### src/cache_params.svh
`ifndef CACHE_PARAMS_SVH
`define CACHE_PARAMS_SVH

// byte address and data word
`define CACHE_ADDR_WIDTH 32
`define CACHE_WORD_WIDTH 32

// line and set geometry
`define CACHE_LINE_WORDS 4
`define CACHE_SETS 16

// two ways only
`define CACHE_WAYS 2

`endif

### src/cache_addr_pkg.sv
`include "cache_params.svh"

package cache_addr_pkg;

   // field widths of a byte address
   localparam int OFFSET_WIDTH = $clog2(`CACHE_LINE_WORDS * `CACHE_WORD_WIDTH / 8);
   localparam int INDEX_WIDTH = $clog2(`CACHE_SETS);
   localparam int TAG_WIDTH = `CACHE_ADDR_WIDTH - INDEX_WIDTH - OFFSET_WIDTH;
   localparam int WORD_SEL_WIDTH = $clog2(`CACHE_LINE_WORDS);

   typedef logic [`CACHE_ADDR_WIDTH-1:0] addr_t;
   typedef logic [TAG_WIDTH-1:0] tag_t;
   typedef logic [INDEX_WIDTH-1:0] index_t;
   typedef logic [OFFSET_WIDTH-1:0] offset_t;
   typedef logic [WORD_SEL_WIDTH-1:0] word_sel_t;

   // tag in the top bits, byte offset at the bottom
   typedef struct packed {
      tag_t tag;
      index_t index;
      offset_t offset;
   } split_addr_t;

endpackage

### src/cache_mem_pkg.sv
`include "cache_params.svh"

package cache_mem_pkg;

   typedef logic [`CACHE_WORD_WIDTH-1:0] word_t;

   // word 0 in the low bits
   typedef logic [`CACHE_LINE_WORDS*`CACHE_WORD_WIDTH-1:0] line_t;

   // line fetch request, addr is always line aligned
   typedef struct packed {
      logic ce;
      logic [`CACHE_ADDR_WIDTH-1:0] addr;
   } mem_req_t;

   // one word per valid strobe, ascending order
   typedef struct packed {
      logic valid;
      word_t data;
   } mem_rsp_t;

endpackage

### src/icache_ctrl.sv
`timescale 1ns/1ns

module icache_ctrl
   import cache_addr_pkg::*, cache_mem_pkg::*;
(
   input  logic        clk,
   input  logic        reset,
   input  logic        ce,
   input  split_addr_t req_addr,
   input  logic        rdata_ready,
   input  logic        hit,
   input  word_t       hit_word,
   input  word_t       line_word,
   input  logic        full,
   output mem_req_t    mem_req,
   output logic        capture,
   output logic        clear,
   output logic        fill_en,
   output logic        hit_update,
   output word_t       rdata,
   output logic        rdata_valid
);

   typedef enum logic [1:0] {
      idle,
      lookup,
      refill
   } ctrl_state_t;

   ctrl_state_t state;
   ctrl_state_t next_state;
   split_addr_t line_addr;

   always_comb begin
      next_state = state;
      case (state)
         idle: begin
            if (ce) begin
               next_state = lookup;
            end
         end
         lookup: begin
            if (!hit) begin
               next_state = refill;
            end else if (rdata_ready) begin
               next_state = idle;
            end
         end
         refill: begin
            if (full && rdata_ready) begin
               next_state = idle;
            end
         end
         default: next_state = idle;
      endcase
   end

   always_ff @(posedge clk) begin
      if (reset) begin
         state <= idle;
      end else begin
         state <= next_state;
      end
   end

   always_comb begin
      line_addr = req_addr;
      line_addr.offset = '0;
   end

   // request held until the last word is in
   assign mem_req.ce = (state == refill) && !full;
   assign mem_req.addr = line_addr;
   assign capture = mem_req.ce;

   assign rdata_valid = ((state == lookup) && hit) || ((state == refill) && full);
   assign rdata = (state == refill) ? line_word : hit_word;

   // array writes happen on the completing cycle only
   assign hit_update = (state == lookup) && hit && rdata_ready;
   assign fill_en = (state == refill) && full && rdata_ready;
   assign clear = fill_en;

   // the CPU keeps ce and the address until the transfer completes
   a_req_held: assert property (@(posedge clk) disable iff (reset)
      state != idle |-> ce && $stable(req_addr))
      else $error("request dropped or changed before the transfer completed");

   a_stall_stable: assert property (@(posedge clk) disable iff (reset)
      rdata_valid && !rdata_ready |=> rdata_valid && $stable(rdata))
      else $error("rdata changed under back-pressure");

   a_req_after_miss: assert property (@(posedge clk) disable iff (reset)
      $rose(mem_req.ce) |-> state == refill && $past(state == lookup && !hit))
      else $error("memory request raised outside a missed lookup");

endmodule

### config.mk
export PLATFORM = sky130hd
export DESIGN_NAME = icache_ctrl
export DESIGN_NICKNAME = d
export VERILOG_FILES = /design/src/cache_addr_pkg.sv /design/src/cache_mem_pkg.sv /design/src/icache_ctrl.sv
export VERILOG_INCLUDE_DIRS = /design/src /design/src/src
export SDC_FILE = /design/constraint.sdc
export NUM_CORES = 1
export LEC_CHECK = 0
export BUFFER_PORTS_ARGS = -buffer_cell sky130_fd_sc_hd__buf_4
export CORE_AREA = 2 2 66 68
export CTS_BUF_LIST = sky130_fd_sc_hd__clkbuf_4
export DETAILED_ROUTE_END_ITERATION = 6
export DIE_AREA = 0 0 68 70
export GPL_TIMING_DRIVEN = 0
export PLACE_DENSITY = 0.68
export REMOVE_ABC_BUFFERS = 1
export SYNTH_ARGS = -nofsm -noshare
export SYNTH_HDL_FRONTEND = slang
export SYNTH_SLANG_ARGS = --single-unit
### constraint.sdc
create_clock -name clk -period 1.8 [get_ports clk]
set_input_delay 0.27 -clock clk [delete_from_list [all_inputs] [get_ports clk]]
set_output_delay 0.27 -clock clk [all_outputs]
set_load 0.02 [all_outputs]
Yosys cells after proc, flatten, opt, wreduce, memory -nomap -nowiden
Index checks and enable logic that the tools add are counted.

Mux-type cells: 6. Reduce and logical (&&, ||, !) cells: 10. Eq/ne operators: 5.

Operator list (count): $mux 32 (1); $mux 2 (4); $logic_and 1x1->1 (6); $pmux 2 s3 (1); $ne 2x2->1 const B (2); $ne 3x3->1 const B (1); $reduce_and 3->1 (1); $eq 2x1->1 const B (1); $eq 2x2->1 const B (1); $logic_not 2->1 (1); $logic_not 1->1 (1); $logic_or 1x1->1 (1).

Output and inout port bits: 70. Word-level logic and storage cells: 22. Input port bits: 102. Register bits: 2.

Depth between registers and ports, before layout
Depth in word-level cells: 3. Mapped depth: 5. Mapped depth without buffers: 3.

Worst setup path after synthesis
OpenSTA, ideal clock, no wires.

Kind: register -> output. Start point: register state[1]. End point: output port fill_en. Path slack: 287 ps. Path buffers: 2. Arrival: 1243 ps. Required time: 1530 ps. Cell stages (with the launch flop): 5. Cells stage by stage: dfxtp_1 > nand2_4 > buf_6 > nor2_1 > buf_4.

Longest elaborated chain between the ends: 3.

RTL lines: from (decl) (line icache_ctrl.sv:30) `ctrl_state_t state;`; from (signal assigned) (line icache_ctrl.sv:60) `state <= idle;`; from (signal assigned) (line icache_ctrl.sv:62) `state <= next_state;`; $eq 2x2->1 (line icache_ctrl.sv:81) `assign fill_en = (state == refill) && full && rdata_ready;`; $logic_and 1x1->1 (2 in series) (line icache_ctrl.sv:81); to (decl) (line icache_ctrl.sv:18) `output logic fill_en,`.

No other way between the ends.

Worst setup path after layout
Start point: register state[1]. End point: output port rdata[16].

Longest elaborated chain between the ends: 2.

RTL lines: $eq 2x2->1 (line icache_ctrl.sv:77) `assign rdata = (state == refill) ? line_word : hit_word;`; $mux 32 (line icache_ctrl.sv:77); to (decl) (line icache_ctrl.sv:20) `output word_t rdata,`.

No other way between the ends.

==> impl_metrics.env <==
export IMPL_layout_cells_most_common_list="sky130_fd_sc_hd__buf_4, sky130_fd_sc_hd__mux2_4, sky130_fd_sc_hd__mux2_2, sky130_fd_sc_hd__conb_1"
export IMPL_syn_area_sq_um=873
export IMPL_number_of_h_tree_branching_levels=1
export IMPL_postSynthCellCount=86
export IMPL_timing_critical_path_slowest_stage_cell="sky130_fd_sc_hd__dfxtp_2"
export IMPL_seq_area_frac_synth_pct=4.58
export IMPL_max_cap_viol_count=0
export IMPL_grt_max_degree=19
export IMPL_synth_seq_cells=2
export IMPL_number_of_cells_after_detailed_placement=211
export IMPL_layout_cells_non_filler=215
export IMPL_average_size_of_a_mapped_cell_sq_um=10.2
export IMPL_place_congestion=0.658
export IMPL_timing_hold_ws_ns=0.196
export IMPL_cts_repair_timing_setup_buffer_count=0
export IMPL_drt_wl_total_um=3530
export IMPL_starting_density_pct=21.1
export IMPL_worst_path_cell_chain="nand2_8 -> mux2_4 -> buf_4"
export IMPL_dp_hpwl_um=2840
export IMPL_core_region_area_sq_um=4140
export IMPL_drtAntennaViolNets=0
export IMPL_cts_tree="done"
export IMPL_post_synth_num_cell_types=15
export IMPL_global_route_peak_usage_layer="met2"
export IMPL_number_of_endpoints_with_negative_hold_slack_in_the_final_report=0
export IMPL_clock_sinks=2
export IMPL_port_buffers=107
export IMPL_cts_hold_buffers=0
export IMPL_critical_path_required_ns=1.53
export IMPL_cts_max_path_buffers=2
export IMPL_clock_insertion_delay_worst_skew_ns=0.23
export IMPL_crit_path_max_fo=18
export IMPL_cts_clk_slew_worst_paths_ns=0.03
export IMPL_post_route_min_period_ns=1.69
export IMPL_timing_setup_critical_path_class="flip-flop to output pin"
export IMPL_cts_root_buffer_type="sky130_fd_sc_hd__clkbuf_4"
export IMPL_layout_drive_gt1_share_pct=89.6
export IMPL_worst_path_largest_cell_delay_ns=0.48
export IMPL_grt_first_pass_wirelength_um=4540
export IMPL_setup_viol_count_final=0
export IMPL_fmaxAchievable_ghz=0.592
export IMPL_critPathCaptureType="output pin"
export IMPL_groute_layer_met2_usage_pct=19.4
export IMPL_max_ffs_per_register=2
export IMPL_final_net_count=267
export IMPL_die_area_sq_um=4760
export IMPL_insertedDiodeCount=0
export IMPL_p_leak_nw=0.872
export IMPL_timing_critical_path_buf_inv=1
export IMPL_slew_violations=0
export IMPL_io_pins=172
export IMPL_synth_top_cell_by_area="sky130_fd_sc_hd__mux2_4"
export IMPL_setup_total_negative_slack_ns=0
export IMPL_detailedRoute_firstIterationViolations=5
export IMPL_count_of_standard_cell_rows=24
export IMPL_grt_overflow=0
export IMPL_register_with_the_most_flip_flops="state"
export IMPL_yosysWarningCount=0
export IMPL_detail_route_wl_per_cell_um=16.4
export IMPL_grt_setup_unrepaired="false"
export IMPL_dr_pass1_iters=4
export IMPL_vert_die_dim_um=70
export IMPL_timing_hold_worst_class="input port to flip-flop"
export IMPL_cp_data_arrival_time_ns=1.42
export IMPL_first_global_vias=902
export IMPL_track_usage_pct=13.3
export IMPL_mostFrequentLayoutCell="sky130_fd_sc_hd__buf_4"
export IMPL_grt_met1_usage_pct=14.3
export IMPL_ys_top_cells_by_area="sky130_fd_sc_hd__mux2_4, sky130_fd_sc_hd__buf_4, sky130_fd_sc_hd__mux2_2, sky130_fd_sc_hd__dfxtp_1, sky130_fd_sc_hd__buf_6"
export IMPL_power_density_nw_per_um2=364
export IMPL_dr_total_vias=938
export IMPL_critical_path_top_delay_family="flip-flops"
export IMPL_met3_usage_pct=11.8
export IMPL_width_of_the_chip_um=68
export IMPL_maximum_vdd_drop_uv=336
export IMPL_cts_buffer_count=3
export IMPL_startpoint_type="flip-flop"
export IMPL_post_drt_via_cell_ratio=4.36
export IMPL_antenna_found_initial=0
export IMPL_yosysTopAreaCellShare_pct=46.4
export IMPL_finalClockSkew_ns=0.00541
export IMPL_share_of_the_clock_period_used_by_the_worst_path_after_layout_pct=93.8
export IMPL_outcome="completed"
export IMPL_number_of_drc_violations_after_detailed_routing=0
export IMPL_utilization_pct=36.6
export IMPL_largest_registers="state x2"
export IMPL_synthToLayoutAreaGrowth_pct=73.6
power by group:
| part | internal [W] | total [W] | switching [W] |
|---|---|---|---|
| Sequential | 0.0000477 | 0.0000533 | 0.00000559 |
| Combinational | 0.000239 | 0.000399 | 0.000160 |
| Clock | 0.0000736 | 0.000100 | 0.0000268 |
repair_timing:
| action | in CTS | in global routing |
|---|---|---|
| endpoints found under the setup margin | 33 | 5 |
| gates resized for setup | 3 | 1 |
| hold endpoints to repair | 0 | 0 |
| pin swaps | 1 | 0 |
| cloned | 1 | 0 |
cells in the mapped netlist (all sizes together):
cell type and n:
nor2 3, nor3b 2, conb 1, nand2 3, buf 37, inv 2, mux2 32, a31oi 1
a2bb2oi 1, o22ai 1, nor3 1, dfxtp 2
layout make-up:
type	instances	area, sq um
clock buffers	3	22.5
fillers	429	2630
inverters	2	7.51
multi-input cells	49	577
flip-flops and latches	2	41.3
well taps	52	65.1
repair buffers	107	803
cell families after synthesis:
logic type	Yosys count	share of synthesized area, %
mux	32	52.9
other cells	1	0.429
flops	2	4.58
simple gates	9	5.73
buf+inv	39	34.0
compound gates	3	2.44
path summary, 6_finish.rpt:
kind	startpoint	endpoint	slack, ns	depth (start not counted)
worst max-delay path	state[1]	rdata[16]	0.11	3
worst min register to register	state[1]	state[1]	0.64	2
worst max register to register	state[1]	state[1]	0.91	3
worst min-delay path	reset	state[1]	0.20	2
metrics by stage:
step	cell area, sq um	setup WS (ns)	power [W]
after floorplan	596	0.162	0.000242
after global placement	1460	0.0884	0.000444
after detailed placement	1460	0.0801	0.000447
after CTS	1510	0.0607	0.000560
after global routing	1520	0.0439	0.000588
final	1520	0.112	0.000553
metal layers:
metal	vias to the layer above	share of wire, %	routed length [um]
met3	2	25	870
li1	412	-	-
met2	112	41	1460
met5	-	0	0
met4	0	0.40	14
met1	412	34	1190
No activity file was read; power rests on OpenSTA's default activity.
