===== src/cache_params.svh =====
`ifndef CACHE_PARAMS_SVH
`define CACHE_PARAMS_SVH

// byte address and data word
`define CACHE_ADDR_WIDTH 32
`define CACHE_WORD_WIDTH 32

// line and set geometry
`define CACHE_LINE_WORDS 4
`define CACHE_SETS 16

// two ways only
`define CACHE_WAYS 2

`endif


===== src/cache_mem_pkg.sv =====
`include "cache_params.svh"

package cache_mem_pkg;

   typedef logic [`CACHE_WORD_WIDTH-1:0] word_t;

   // word 0 in the low bits
   typedef logic [`CACHE_LINE_WORDS*`CACHE_WORD_WIDTH-1:0] line_t;

   // line fetch request, addr is always line aligned
   typedef struct packed {
      logic ce;
      logic [`CACHE_ADDR_WIDTH-1:0] addr;
   } mem_req_t;

   // one word per valid strobe, ascending order
   typedef struct packed {
      logic valid;
      word_t data;
   } mem_rsp_t;

endpackage


===== src/refill_buffer.sv =====
`timescale 1ns/1ns
`include "cache_params.svh"

module refill_buffer
   import cache_mem_pkg::*;
(
   input  logic     clk,
   input  logic     reset,
   input  logic     capture,
   input  logic     clear,
   input  mem_rsp_t rsp,
   output line_t    line,
   output logic     full
);

   localparam int CNT_WIDTH = $clog2(`CACHE_LINE_WORDS);

   logic [CNT_WIDTH-1:0] count;
   logic take;

   assign take = capture && rsp.valid;

   // count wraps to zero as the last word sets full
   always_ff @(posedge clk) begin
      if (reset || clear) begin
         count <= '0;
         full <= 1'b0;
      end else if (take) begin
         count <= count + 1'b1;
         full <= (count == CNT_WIDTH'(`CACHE_LINE_WORDS - 1));
      end
   end

   // shift in from the top, word 0 ends at the bottom
   always_ff @(posedge clk) begin
      if (take) begin
         line <= {rsp.data, line[$bits(line_t)-1:`CACHE_WORD_WIDTH]};
      end
   end

   a_no_extra_word: assert property (@(posedge clk) disable iff (reset)
      full |-> !rsp.valid)
      else $error("memory word arrived after the line was complete");

endmodule


===== config.mk =====
export PLATFORM = sky130hd
export DESIGN_NAME = refill_buffer
export DESIGN_NICKNAME = d
export VERILOG_FILES = /design/src/cache_mem_pkg.sv /design/src/refill_buffer.sv
export VERILOG_INCLUDE_DIRS = /design/src /design/src/src
export SDC_FILE = /design/constraint.sdc
export NUM_CORES = 1
export LEC_CHECK = 0
export BUFFER_PORTS_ARGS = -buffer_cell sky130_fd_sc_hd__clkbuf_2
export CAP_MARGIN = 20
export CORE_MARGIN = 8
export CORE_UTILIZATION = 50
export DETAILED_ROUTE_END_ITERATION = 8
export PLACE_DENSITY = 0.83
export SLEW_MARGIN = 5
export SYNTH_ARGS = -nofsm -noshare
export SYNTH_HDL_FRONTEND = slang
export SYNTH_SLANG_ARGS = --single-unit

===== constraint.sdc =====
create_clock -name clk -period 4.7 [get_ports clk]
set_clock_uncertainty 0.1 [all_clocks]
set_input_delay 1.41 -clock clk [delete_from_list [all_inputs] [get_ports clk]]
set_output_delay 1.41 -clock clk [all_outputs]
set_load 0.005 [all_outputs]

# ---- Word level (Yosys, flattened, before mapping)
# Index checks and enable logic that the tools add are counted.
dict set report totals {
  wordCells 7
  output_inout_bits 129
  in_bits 37
  register_bits 131
}
dict set report op_classes {
  reduce_logical 2
  eq_ne 1
  n_addsub 1
}
# op n
set op_table {}
lappend op_table {{$add 2x1->2 const B} 1}
lappend op_table {{$eq 2x2->1 const B} 1}
lappend op_table {{$logic_and 1x1->1} 1}
lappend op_table {{$logic_or 1x1->1} 1}

# ---- Depth between registers and ports, before layout
# Gate-level depths: netlist of run 1.
dict set report logic_depth {
  depth_word 1
  mapped_depth 3
  depth_no_buf 3
}

# ---- Worst setup path before layout of run 1
# No wires, ideal clock.
dict set report synth_path {
  path_kind {in2reg}
  start {input port capture}
  end {register line[0], enable pin}
  required_time_ps 4168
  setup_ps 432
  cell_stages 1
  setup_slack_ps 1158
  path_buffers 0
  arrival_ps 3010
  cell_sequence {and2_2}
}
dict set report synth_between {
  elab_chain_cells 1
}
# item line
set synth_rtl {}
lappend synth_rtl {{start, declared} refill_buffer.sv:9} ;# input logic capture,
lappend synth_rtl {{$logic_and 1x1->1} refill_buffer.sv:21} ;# assign take = capture && rsp.valid;
lappend synth_rtl {{end signal, assigned} refill_buffer.sv:37} ;# line <= {rsp.data, line[$bits(line_t)-1:`CACHE_WORD_WIDTH]};
lappend synth_rtl {{end, declared} refill_buffer.sv:12} ;# output line_t line,
# Every way passes these cells.
# A chain may end at the register's enable or synchronous reset.

# ---- Final worst setup path of run 1
dict set report layout_path {
  start {register line[45]}
  end {output port line[45]}
}
# No word-level cell between the ends.

==> out/metrics.yaml, run 1 <==
setup_path:
  critPathSlowestCell: "edfxtp_1"
  path_delay_family: "flip-flops"
  crit_chain: "clkbuf_2"
  start_kind: "flop"
  r2r_slack_ns: 3.73
  required_ns: 3.19
  reg2reg_depth: 3
  cp.arrival_ns: 1.05
  worstSetupPathType: "reg -> out"
  worstPathMaxFanout: 2
  crit_buf_inv: 1
  r2r-end: "count[1]"
  r2r-start: "count[0]"
  slowest_delay_ns: 0.42
  end_kind: "primary output"
grt:
  gr-total-overflow: 0
  grt_usage: 0.154
  grt_max_degree: 59
  grt_antenna_before_repair: 1
  grt_pass1_vias: 2185
  grt_pass1_wl_um: 12600
sta:
  hold_viol: 0
  fmax_mhz: 390
  rsz0062_at_grt: "false"
  setup_viol: 0
  slew_headroom: 0.515
  timing.final.crit_share: 0.545
  setup_tns_ns: 0
  min_period_ns: 2.56
  worst_pin_slew_ns: 0.728
  drv_slew: 0
  fin_ws_ns: 2.14
cells_and_area:
  fin_cells: 444
  n_antenna_cell: 0
  multiInputGateArea_um2: 90.1
  design_area_um2: 5540
  fin_nets: 367
  layout_commonest_cell: "clkbuf_2"
  area_growth_pct: 38.8
  seq_area_um2: 3900
  final_cell_mix: "clkbuf_2, edfxtp_1, clkbuf_16, clkbuf_1"
  final_util: 0.717
  fill_cells: 482
  drive_gt1_frac: 0.567
power_and_ir_drop:
  pwr_density_cell_nw_per_um2: 485
  cellLeakagePower_uw: 0.00223
  ir_drop_v: 0.000302
route:
  firstDrtPassIters: 4
  avgViaCountPerCell: 4.64
  drc: 0
  num_vias: 2058
  ant_nets: 0
  wire_per_inst_um: 19.5
  initialDrtViolationCount: 97
  routed_wl_um: 8670
yosys:
  synthTopCellsByArea: "edfxtp_1, dfxtp_1, a21bo_1, a21oi_1, ha_1"
  netlist_instances: 143
  syn_nets: 181
  synth.distinct_cells: 9
  yosys.area.top_type: "edfxtp_1"
  synth.ff_latch_count: 131
  seq_area_frac_synth: 0.978
  ys_warn_count: 0
  synth_top_area_share: 0.963
  syn_area_per_cell_um2: 27.9
  syn_area_um2: 3990
min_path:
  worstHoldStart: "line[71]"
  hold_depth: 0
  hold_class: "reg -> reg"
  min_to: "line[39]"
floorplanning:
  start_util: 0.517
  fp.dieH_um: 105
  core_area_um2: 7730
  io_pins: 166
  rows: 32
  die_area_um2: 11100
  die_x_um: 105
clock_network:
  post_cts_buffers: 0
  clk_pin_slew_ns: 0.05
  hold_buffers: 0
  cts_root_buf: "clkbuf_8"
  htree_levels: 4
  cts_max_path_buffers: 2
  cts_tree: "built"
  cts_resized: 0
  cts_buffers: 17
  cts.sinks: 131
  insertion_delay_ns: 0.49
place:
  gp_congestion: 0.760
  dpl_worst_slack_ns: 1.64
  hpwlAfterDp_um: 6590
  dp.cells: 412
  postPlaceCellArea_um2: 4970
  numPortBuffers: 165
run:
  maxCapViolCount: 0
status:
  status: "finished clean"
## layer usage
layer / global-route usage / part of all wire / up-vias
li1: - / - / 958
met1: 0.145 / 0.34 / 985
met2: 0.268 / 0.56 / 91
met3: 0.0658 / 0.064 / 22
met4: 0.0979 / 0.035 / 2
met5: 0 / 0.0015 / -
## Yosys cell counts
| cell | n |
|---|---|
| nand3b_1 | 1 |
| or2_1 | 1 |
| and2_2 | 1 |
| nand3_1 | 2 |
| edfxtp_1 | 128 |
| dfxtp_1 | 3 |
| a21oi_1 | 3 |
| ha_1 | 1 |
| a21bo_1 | 3 |
## where the power goes
part,leakage (µW),internal [µW],switching (µW)
combinational,0.000732,39.5,51.3
sequential,0.00123,1340,21.7
clock,0.000271,801,435
## stage by stage
stage	power, µW	hold slack, ns
global route	2760	0.352
global placement	1470	0.331
finish	2680	0.348
detailed placement	1480	0.335
CTS	2710	0.349
floorplan	1400	0.352
## sequential cells by signal, summed over array words and instances (netlist names)
name and flops:
full 1, count 2, line 128
## cell type report
type,instances,area share
Sequential cell,131,0.705
Tap cell,102,0.0230
Timing Repair Buffer,167,0.154
Multi-Input combinational cell,12,0.0163
Clock buffer,21,0.0775
Clock inverter,11,0.0246
## how the worst max path moves through the flow
| stage | from | end | slack [ns] | cells after the start |
|---|---|---|---|---|
| after floorplan | capture | line[0] | 1.16 | 1 |
| after global placement | capture | line[14] | 1.70 | 3 |
| after detailed placement | rsp[32] | line[29] | 1.64 | 3 |
| after CTS | line[45] | line[45] | 2.10 | 1 |
| after global routing | line[45] | line[45] | 2.07 | 1 |
| final | line[45] | line[45] | 2.14 | 1 |
## logic make-up (layout without fill, tap and decap cells)
family / after synthesis / after routing / share of synthesized area
AOI/OAI and AO/OA: 6 / 6 / 0.0113
buffers and inverters: 0 / 199 / 0
and+or+nand+nor: 5 / 5 / 0.00784
adders and majority gates: 1 / 1 / 0.00313
DFF: 131 / 131 / 0.978
Power figures use the tool's default switching activity.
==> run 2: changes to the inputs <==
CORE_UTILIZATION = 47   (was 50)
PLACE_DENSITY = 0.79   (was 0.83)
clock period = 2.7 ns   (was 4.7 ns; I/O delays follow)
==> out/metrics.yaml, run 2 (synthesis gave the netlist of run 1 again) <==
grt:
  gr-total-overflow: 0  # unchanged
  grt_pass1_vias: 2114  # -3.2%
  grt_usage: 0.145  # -0.00845
  grt_max_degree: 39  # -34%
  grt_pass1_wl_um: 12200  # -3.1%
  grt_antenna_before_repair: 0  # -1
route:
  wirelength_met1_um: 2900  # -2.1%
  routed_wl_um: 8630  # -0.39%
  firstDrtPassIters: 6  # +2
  top_layer: "met4"
  wire_per_inst_um: 19.3  # -1.1%
  avgViaCountPerCell: 4.66  # +0.58%
  ant_nets: 0  # unchanged
  drc: 0  # unchanged
  route.met2.wl_um: 5060  # +4.8%
  dr_wl_met3_um: 532  # -4.7%
  initialDrtViolationCount: 99  # +2.1%
  num_vias: 2084  # +1.3%
cells_and_area:
  area_growth_pct: 40.6
  multiInputGateArea_um2: 90.1  # unchanged
  biggestRegsByFlops: "line x128, count x2, full x1"
  seq_area_um2: 3900  # unchanged
  final_cell_mix: "clkbuf_2, edfxtp_1, clkbuf_16, clkinv_2, bufinv_16"
  fin_nets: 368  # +0.27%
  fill_cells: 543  # +13%
  layout_commonest_cell: "clkbuf_2"
  drive_gt1_frac: 0.585  # +0.0175
  n_antenna_cell: 0  # unchanged
  largest-register: "line"
  largest_register_ffs: 128  # unchanged
setup_path:
  slowest_delay_ns: 0.43  # about the same
  crit_buf_inv: 1  # unchanged
  r2r_slack_ns: 1.71  # -2.02 ns
  cp.arrival_ns: 1.06  # about the same
  required_ns: 1.79  # -1.40 ns
  worstPathMaxFanout: 2  # unchanged
  reg2reg_depth: 3  # unchanged
  path_depth: 1  # unchanged
  crit_chain: "clkbuf_2"
  worstSetupPathType: "reg -> out"
  critPathSlowestCell: "edfxtp_1"
  path_delay_family: "flip-flops"
  end_kind: "primary output"
  start_kind: "flop"
sta:
  hold_viol: 0  # unchanged
  min_period_ns: 1.97
  timing.final.crit_share: 0.730
  slew_headroom: 0.726  # +0.211
  setup_viol: 0  # unchanged
  drv_slew: 0  # unchanged
  rsz0062_at_grt: "false"
  setup_tns_ns: 0  # unchanged
  fmax_mhz: 508
  worst_pin_slew_ns: 0.411  # -0.317 ns
clock_network:
  cts_resized: 0  # unchanged
  clk_pin_slew_ns: 0.06  # about the same
  cts_tree: "built"
  htree_levels: 4  # unchanged
  insertion_delay_ns: 0.49  # about the same
  cts.sinks: 131  # unchanged
  post_cts_buffers: 0  # unchanged
  hold_buffers: 0  # unchanged
  cts_root_buf: "clkbuf_8"
  cts_buffers: 17  # unchanged
  cts_max_path_buffers: 2  # unchanged
floorplanning:
  start_util: 0.486  # -0.0308
  die_x_um: 108  # +2.7%
  rows: 33  # +3.1%
  io_pins: 166  # unchanged
  fp.dieH_um: 108  # +2.7%
  die_area_um2: 11700  # +5.4%
  core_area_um2: 8220  # +6.3%
power_and_ir_drop:
  cellLeakagePower_uw: 0.00226  # +1.4%
  ir_drop_v: 0.000476  # +57%
  pwr_density_cell_nw_per_um2: 856  # +77%
  total_power_uw: 4800  # +79%
place:
  numPortBuffers: 165  # unchanged
  hpwlAfterDp_um: 6430  # -2.5%
  gp_congestion: 0.782  # +2.8%
min_path:
  hold_depth: 0  # unchanged
  hold_class: "reg -> reg"
status:
  status: "finished clean"
run:
  maxCapViolCount: 0  # unchanged
-- run 2: cell types whose count changed in the layout (fill, tap and decap cells not counted) --
cell / change
buf_4: -1
clkinvlp_4: +1
buf_12: +2
clkinv_2: +1
bufinv_16: +1
clkinv_1: -2
clkinv_4: +2
clkbuf_1: -4
-- run 2: power by group --
part	total (µW)	switching (µW)	internal, µW	leakage [µW]
clock	2280	788	1490	0.000289
sequential	2360	35.4	2320	0.00123
combinational	167	92.9	73.8	0.000745
-- run 2: layout make-up --
| class | instances | area share |
|---|---|---|
| Clock buffer | 17 | 0.0738 |
| Clock inverter | 14 | 0.0337 |
| Multi-Input combinational cell | 12 | 0.0160 |
| Sequential cell | 131 | 0.695 |
| Tap cell | 105 | 0.0234 |
| Timing Repair Buffer | 168 | 0.158 |
-- run 2: worst paths after layout --
kind	start	endpoint
setup / recovery	line[72]	line[72]
hold reg to reg	line[47]	line[15]
hold / removal	line[47]	line[15]
setup reg to reg	count[0]	count[1]
-- run 2: stage by stage --
| stage | hold slack [ns] | utilization | cells | cell area [µm²] | worst slack, ns |
|---|---|---|---|---|---|
| after floorplan | 0.352 | - | 143 | 3990 | 0.437 |
| after global placement | 0.329 | 0.610 | 416 | 5010 | 0.631 |
| after detailed placement | 0.333 | 0.610 | 416 | 5010 | 0.582 |
| after CTS | 0.343 | 0.683 | 447 | 5610 | 0.694 |
| after global routing | 0.349 | 0.683 | 447 | 5610 | 0.674 |
| final | 0.342 | 0.683 | 447 | 5610 | 0.730 |
-- run 2: per-layer routing --
metal / vias to the layer above / global-route usage
li1: 960 / -
met1: 1028 / 0.135
met2: 85 / 0.273
met3: 11 / 0.0464
met4: 0 / 0.0803
met5: - / 0
