--- src/cache_params.svh ---
`ifndef CACHE_PARAMS_SVH
`define CACHE_PARAMS_SVH

// byte address and data word
`define CACHE_ADDR_WIDTH 32
`define CACHE_WORD_WIDTH 32

// line and set geometry
`define CACHE_LINE_WORDS 4
`define CACHE_SETS 16

// two ways only
`define CACHE_WAYS 2

`endif

--- src/cache_addr_pkg.sv ---
`include "cache_params.svh"

package cache_addr_pkg;

   // field widths of a byte address
   localparam int OFFSET_WIDTH = $clog2(`CACHE_LINE_WORDS * `CACHE_WORD_WIDTH / 8);
   localparam int INDEX_WIDTH = $clog2(`CACHE_SETS);
   localparam int TAG_WIDTH = `CACHE_ADDR_WIDTH - INDEX_WIDTH - OFFSET_WIDTH;
   localparam int WORD_SEL_WIDTH = $clog2(`CACHE_LINE_WORDS);

   typedef logic [`CACHE_ADDR_WIDTH-1:0] addr_t;
   typedef logic [TAG_WIDTH-1:0] tag_t;
   typedef logic [INDEX_WIDTH-1:0] index_t;
   typedef logic [OFFSET_WIDTH-1:0] offset_t;
   typedef logic [WORD_SEL_WIDTH-1:0] word_sel_t;

   // tag in the top bits, byte offset at the bottom
   typedef struct packed {
      tag_t tag;
      index_t index;
      offset_t offset;
   } split_addr_t;

endpackage

--- src/cache_mem_pkg.sv ---
`include "cache_params.svh"

package cache_mem_pkg;

   typedef logic [`CACHE_WORD_WIDTH-1:0] word_t;

   // word 0 in the low bits
   typedef logic [`CACHE_LINE_WORDS*`CACHE_WORD_WIDTH-1:0] line_t;

   // line fetch request, addr is always line aligned
   typedef struct packed {
      logic ce;
      logic [`CACHE_ADDR_WIDTH-1:0] addr;
   } mem_req_t;

   // one word per valid strobe, ascending order
   typedef struct packed {
      logic valid;
      word_t data;
   } mem_rsp_t;

endpackage

--- src/cache_sram.sv ---
`timescale 1ns/1ns

module cache_sram
   import cache_addr_pkg::*;
#(
   parameter int WIDTH = 32,
   parameter int DEPTH_LOG2 = 4
) (
   input  logic             clk,
   input  index_t           raddr,
   input  index_t           waddr,
   input  logic             we,
   input  logic [WIDTH-1:0] wdata,
   output logic [WIDTH-1:0] rdata
);

   logic [WIDTH-1:0] mem [2**DEPTH_LOG2];

   // read returns the old word when both ports hit the same entry
   always_ff @(posedge clk) begin
      if (we) begin
         mem[waddr] <= wdata;
      end
      rdata <= mem[raddr];
   end

endmodule

--- src/icache_lookup.sv ---
`timescale 1ns/1ns
`include "cache_params.svh"

module icache_lookup
   import cache_addr_pkg::*, cache_mem_pkg::*;
(
   input  logic        clk,
   input  logic        reset,
   input  split_addr_t req_addr,
   input  logic        fill_en,
   input  line_t       fill_line,
   input  logic        hit_update,
   output logic        hit,
   output logic        hit_way,
   output word_t       hit_word,
   output word_t       line_word,
   output logic        victim_way
);

   tag_t way_tag [`CACHE_WAYS];
   line_t way_line [`CACHE_WAYS];
   logic way_valid [`CACHE_WAYS];
   logic way_hit [`CACHE_WAYS];
   logic [`CACHE_SETS-1:0] valid_q [`CACHE_WAYS];
   logic lru;
   logic used_way;
   word_sel_t word_sel;

   function automatic word_t pick_word(line_t l, word_sel_t sel);
      return l[sel*`CACHE_WORD_WIDTH +: `CACHE_WORD_WIDTH];
   endfunction

   assign word_sel = req_addr.offset[OFFSET_WIDTH-1 -: WORD_SEL_WIDTH];

   for (genvar w = 0; w < `CACHE_WAYS; w++) begin : g_way
      logic way_we;

      assign way_we = fill_en && (victim_way == 1'(w));

      cache_sram #(.WIDTH(TAG_WIDTH), .DEPTH_LOG2(INDEX_WIDTH)) u_tag (
         .clk   (clk),
         .raddr (req_addr.index),
         .waddr (req_addr.index),
         .we    (way_we),
         .wdata (req_addr.tag),
         .rdata (way_tag[w])
      );

      cache_sram #(.WIDTH($bits(line_t)), .DEPTH_LOG2(INDEX_WIDTH)) u_data (
         .clk   (clk),
         .raddr (req_addr.index),
         .waddr (req_addr.index),
         .we    (way_we),
         .wdata (fill_line),
         .rdata (way_line[w])
      );

      // valid bit read in step with the arrays, so tag and valid match
      always_ff @(posedge clk) begin
         if (reset) begin
            valid_q[w] <= '0;
            way_valid[w] <= 1'b0;
         end else begin
            if (way_we) begin
               valid_q[w][req_addr.index] <= 1'b1;
            end
            way_valid[w] <= valid_q[w][req_addr.index];
         end
      end

      assign way_hit[w] = way_valid[w] && (way_tag[w] == req_addr.tag);
   end

   assign hit = way_hit[0] || way_hit[1];
   assign hit_way = way_hit[1];
   assign hit_word = pick_word(way_line[hit_way], word_sel);
   assign line_word = pick_word(fill_line, word_sel);

   // empty way first, then the replacement bit
   assign victim_way = !way_valid[0] ? 1'b0 : (!way_valid[1] ? 1'b1 : lru);

   // point away from the way just used
   assign used_way = fill_en ? victim_way : hit_way;

   cache_sram #(.WIDTH(1), .DEPTH_LOG2(INDEX_WIDTH)) u_lru (
      .clk   (clk),
      .raddr (req_addr.index),
      .waddr (req_addr.index),
      .we    (fill_en || hit_update),
      .wdata (~used_way),
      .rdata (lru)
   );

   // a line is only filled after a miss, so a set never holds one tag twice
   a_one_way_hit: assert property (@(posedge clk) disable iff (reset)
      !(way_hit[0] && way_hit[1]))
      else $error("both ways hit tag %h in set %0d", req_addr.tag, req_addr.index);

endmodule

--- config.mk ---
export PLATFORM = sky130hd
export DESIGN_NAME = icache_lookup
export DESIGN_NICKNAME = d
export VERILOG_FILES = /design/src/cache_addr_pkg.sv /design/src/cache_mem_pkg.sv /design/src/cache_sram.sv /design/src/icache_lookup.sv
export VERILOG_INCLUDE_DIRS = /design/src /design/src/src
export SDC_FILE = /design/constraint.sdc
export NUM_CORES = 2
export LEC_CHECK = 0
export ABC_AREA = 1
export BUFFER_PORTS_ARGS = -buffer_cell sky130_fd_sc_hd__buf_2
export CAP_MARGIN = 20
export CORE_UTILIZATION = 45
export CTS_BUF_LIST = sky130_fd_sc_hd__clkbuf_8
export DETAILED_ROUTE_END_ITERATION = 8
export GPL_ROUTABILITY_DRIVEN = 0
export HOLD_SLACK_MARGIN = 0.06
export PLACE_DENSITY_LB_ADDON = 0.25
export SLEW_MARGIN = 25
export SYNTH_ARGS = -nofsm -noshare
export SYNTH_HDL_FRONTEND = slang
export SYNTH_MEMORY_MAX_BITS = 65536
export SYNTH_SLANG_ARGS = --single-unit
--- constraint.sdc ---
create_clock -name clk -period 11.1 [get_ports clk]
set_input_delay 2.22 -clock clk [delete_from_list [all_inputs] [get_ports clk]]
set_output_delay 2.22 -clock clk [all_outputs]
set_load 0.02 [all_outputs]
---- Word-level counts from Yosys, hierarchy flattened ----
Memories as Yosys holds them, arrays and structs flattened. A register that Yosys moved wholly into a read port is not among the register bits.
Cells that the tools add are included.
word-level totals
  logic and storage cells ................. 117
  output and inout bits ................... 67
  RAM bits ................................ 4,914
  memories kept ........................... 7
  bits of input ports ..................... 164
  register bits ........................... 0
memory list
  memory               words  width  rd ports  clocked after Yosys merged registers in  write ports  RTL line             source
  g_way[0].u_data.mem  16     128    1         1                                        1            cache_sram.sv:17     logic [WIDTH-1:0] mem [2**DEPTH_LOG2];
  g_way[1].u_data.mem  16     128    1         1                                        1            cache_sram.sv:17
  g_way[0].u_tag.mem   16     24     1         1                                        1            cache_sram.sv:17
  g_way[1].u_tag.mem   16     24     1         1                                        1            cache_sram.sv:17
  valid_q              2      16     2         0                                        2            icache_lookup.sv:24  logic [`CACHE_SETS-1:0] valid_q [`CACHE_WAYS];
  u_lru.mem            16     1      1         1                                        1            cache_sram.sv:17
  +1 memories          --     --     --        --                                       --           --
cells by class
  bitwise operators ....................... 37
  reduce and logical (&&, ||, !) cells .... 7
  muxes and demuxes ....................... 59
  $lt $le $gt $ge ......................... 3
  shifts and indexed selects .............. 2
  equality and inequality tests ........... 2
operators by type and width
  kind                                                                   count
  128-bit 2-to-1 mux                                                     3
  128-bit by 8-bit variable part select with 32-bit output               2
  1-bit 2-to-1 mux                                                       51
  24-bit == test                                                         2
  1-bit bitwise OR                                                       34
  16-bit 2-to-1 mux                                                      2
  1-bit binary-select mux with 4-bit select                              2
  1-bit logical AND                                                      5
  4-bit by 5-bit < comparator with 1-bit output, second input constant   1
  1-bit demux with 4-bit select                                          1
  4-bit by 1-bit >= comparator with 1-bit output, second input constant  1
  2-bit >= comparator, second input constant                             1
  1-bit logical OR                                                       2
  1-bit inverter                                                         2
  1-bit inverter with 2-bit output                                       1

---- Depth between registers and ports, before layout ----
  depth in word-level cells ............... 8
  gate-level depth with buffers ........... 15
  depth with buffers taken out ............ 13

---- Modules after synthesis ----
From an unflattened synthesis, not the netlist that was laid out.
unflattened totals
  cells, all modules ...................... 20,310
  area, all modules ....................... 217,050.7 sq um
by module, submodules not included
  module                           seq. area each (sq um)  instances  cells an instance  area an instance (sq um)
  cache_sram (g_way[1].u_data)     64,061.4                1          7,786              87,680.3
  cache_sram (g_way[0].u_data)     64,061.4                1          7,786              87,617.8
  cache_sram (g_way[0].u_tag ...)  12,011.5                2          1,597              16,951.3
  icache_lookup                    840.8                   1          1,448              7,003.0
  cache_sram (u_lru)               500.5                   1          96                 847.1

---- Worst setup path before layout ----
OpenSTA, ideal clock, no wires.
  path kind ............................... input to register
  start point ............................. input req_addr[5] (netlist name)
  end point ............................... memory g_way[0].u_data.mem[14][0] (netlist name), enable pin
  setup time .............................. 0.666 ns
  required time ........................... 10.434 ns
  slack ................................... 0.901 ns
  stages on the path ...................... 8
  data arrival time ....................... 9.532 ns
  path buffers ............................ 4
  path through ............................ buf_2 nand2_1 inv_2 buf_4 buf_2 buf_2 nand2_1 nor2_1
RTL lines
  element             RTL line            source
  start: declaration  icache_lookup.sv:9  input split_addr_t req_addr,
  end: declaration    cache_sram.sv:17
No word-level cell before the write port.

---- Worst setup path after layout ----
  start point ............................. input req_addr[25] (netlist name)
  end point ............................... output hit_word[27]
between the ends
  word-level cells in the longest chain between the ends .. 7
RTL lines
  element                                                   RTL line             source
  24-bit == test                                            icache_lookup.sv:71  assign way_hit[w] = way_valid[w] && (way_tag[w] == req_addr.tag);
  1-bit logical AND                                         icache_lookup.sv:71
  1-bit inverter with 2-bit output (not written as such)    icache_lookup.sv:76  assign hit_word = pick_word(way_line[hit_way], word_sel);
  128-bit 2-to-1 mux (not written as such) (3 in a row)     icache_lookup.sv:76
  128-bit by 8-bit variable part select with 32-bit output  icache_lookup.sv:30  return l[sel*`CACHE_WORD_WIDTH +: `CACHE_WORD_WIDTH];
  end: declaration                                          icache_lookup.sv:15  output word_t hit_word,
Every way passes these cells. The select of a mux whose other input is x is not followed.

==> results by group <==
Status
  – Status: complete, no violations

Logic synthesis
  – Post-synth top flop: edfxtp_1
  – Yosys top cell by area: edfxtp_1
  – EDFF count, synth: 4,896
  – FF+latch count, synth: 5,219
  – Post-synth top area share: 0.765
  – Distinct cells, synth: 33
  – Mean Syn Cell Area: 15.3 um^2
  – Warnings from Yosys: 0
  – Syn Nets: 12,700
  – Synth top area cells: edfxtp_1 76%, a22oi_1 9.6%, nand2_1 5.5%, dfxtp_1 3.4%, buf_2 1.0%
  – Share of flip-flops with an asynchronous set or reset: 0
  – Seq/Total Area, Yosys: 0.798
  – Post-Syn Area: 192,000 um^2
  – Syn Inst Count: 12,500

Clocking
  – Clock slew at reported path FFs: 60 ps
  – Clock Tree Buf Depth: 4
  – Sink Count: 5,219
  – PostCTS Resize Cnt: 0
  – Htree depth: 6
  – CTS root buffer: clkbuf_8
  – CTS tree: built
  – Worst-Skew Late Latency: 1310 ps
  – Hold_buf cts: 0
  – CTS Buf Count: 779
  – Postcts setup bufs: 0

STA
  – Crit share post-route: 0.780
  – Tmin final: 8660 ps
  – Setup TNS Final: 0 ps
  – Fin. Hold Viols: 0
  – Final setup vio count: 0
  – Slew Limit Fails: 0
  – Worst-Margin Slew: 1240 ps
  – Setup slack after layout: 2440 ps
  – RSZ-0062 raised after global routing: no
  – Rel. slew slack: 0.173
  – Clk_skew: 61.9 ps
  – F_max: 116 MHz

Placement
  – Cell Count Post-Placement: 17,900
  – Post-DP HPWL: 304 mm
  – Port Buffers: 228
  – Pre-CTS setup slack: 2610 ps

Drt
  – DRC: 0
  – Via density: 6.11
  – Drt total wl: 609 mm
  – Vias: 119,000
  – First-pass iteration count of the detailed router: 7
  – Initial DRC Count: 16,000
  – WL/cell: 31.4 um
  – Final ANT Viol Nets: 0

GRT
  – Vias in the first global route: 115,000
  – Largest net degree at the start of global routing: 173
  – Wire length of the first global-routing pass: 854 mm
  – Tot GR Track Use: 0.276
  – Initial antenna violation count: 131
  – Grt ovf: 0

Cells and area
  – Fin cells: 19,400
  – Commonest non-fill, non-tap cell in the layout: edfxtp_1
  – Area of the multi-input gates: 34,300 um^2
  – Fill count: 35,200
  – Final #Nets: 13,200
  – Synth-to-layout area growth: 11.9%
  – Fin util: 0.506
  – Commonest non-fill, non-tap cells in the layout: 4,896 x edfxtp_1, 2,837 x nand2_1, 2,453 x a22oi_1, 887 x clkbuf_8, 622 x inv_1
  – Register area: 153,000 um^2
  – Share of cells above drive strength 1: 0.113

Critical path
  – Setup CP Type: input pin to output pin
  – Startpoint Class: input pin
  – Crit Path Max Fanout: 49
  – CP Capture Type: output pin
  – Arrival time of the worst setup path: 6440 ps
  – WP data required: 8880 ps

Floorplan
  – Die Y-Extent: 656 um
  – I/O pins: 231
  – CORE AREA: 425,000 um^2
  – Initial Util: 0.453
  – Die area: 430,000 um^2
  – Die W: 656 um
  – # rows: 239

Power and ir drop
  – Power, Total: 39,300 uW
  – Leak: 0.0739 uW
  – Pwr per Cell Area: 183 nW/um^2
  – Peak VDD IR: 0.132 mV

Hold path
  – HP Class: flip-flop to flip-flop

Flow run
  – Max_cap viols: 0
==> metal layers <==
metal	routed length (um)	track usage	vias up
met5	321	0	-
met4	30900	0.129	50
li1	-	-	49300
met1	234000	0.374	60500
met2	279000	0.432	7309
met3	64700	0.0541	1380
==> layout make-up <==
type                    count  area share
diodes                     54    0.000628
clock inverters           579      0.0141
well taps                5663      0.0330
inverters                 331     0.00591
multi-input cells        6214       0.160
repair buffers            449      0.0163
flip-flops and latches   5219       0.714
clock buffers             887      0.0568
==> where the power goes <==
part | switching (uW) | total [uW] | internal (uW)
combinational | 1710 | 2200 | 492
sequential | 105 | 21900 | 21800
clock | 7440 | 15200 | 7710
total | 9260 | 39300 | 30000
==> worst max-delay path, stage by stage <==
cell and delay, ps:
buf_2 480, inv_1 170, nand2_1 120, nand2_1 60
nor2_1 100, nand3_1 120, nor2_4 130, buf_4 530
nand3_4 460, buf_4 510, nand2_1 160, nand3_1 230
nand2_1 260, nand2_1 200, nand2_1 340, buf_2 240
==> registers in the layout (all words and copies together) (netlist names) <==
signal	flops
g_way.u_data.mem	4096
g_way.u_tag.mem	768
g_way.u_data.rdata	256
g_way.u_tag.rdata	48
valid_q	32
u_lru.mem	16
way_valid	2
u_lru.rdata	1
==> final timing paths <==
| path | startpoint | endpoint | slack, ps | cells past startpoint |
|---|---|---|---|---|
| setup / recovery | req_addr[25] | hit_word[27] | 2440 | 16 |
| hold / removal | valid_q[1][2]$_DFF_P_ | valid_q[1][2]$_DFF_P_ | 470 | 2 |
| setup reg to reg | way_valid[1]$_SDFF_PP0_ | g_way[0].u_data.mem[14][83]$_DFFE_PP_ | 7120 | 9 |
| hold reg to reg | valid_q[1][2]$_DFF_P_ | valid_q[1][2]$_DFF_P_ | 470 | 2 |
==> kinds of logic after synthesis <==
kind of cell / after synthesis / share of synthesized area
xor+xnor: 13 / 0.000592
flops: 5219 / 0.798
buf+inv: 1104 / 0.0246
simple gates: 3606 / 0.0765
compound gates: 2595 / 0.100
==> cells in the mapped netlist, drive strengths merged, types with 2 or more instances <==
library cell  count
clkinv            3
a22oi          2453
inv             328
a221oi            3
xor2              4
nand4           311
nor2            174
nor4              3
dfxtp           323
o211ai            2
edfxtp         4896
o22ai            43
o21ai            86
o221ai            4
clkbuf          337
nand2          2837
or2               2
xnor2             9
buf             436
nor3b             2
nand3b            2
nor3              5
nand3           270
==> through the flow <==
step	cell area [um^2]	hold slack (ps)
2_1_floorplan	192000	441
3_3_place_gp	200000	450
3_5_place_dp	200000	463
4_1_cts	215000	473
5_1_grt	215000	495
6_report	215000	474
No activity file was read; power rests on OpenSTA's default activity.
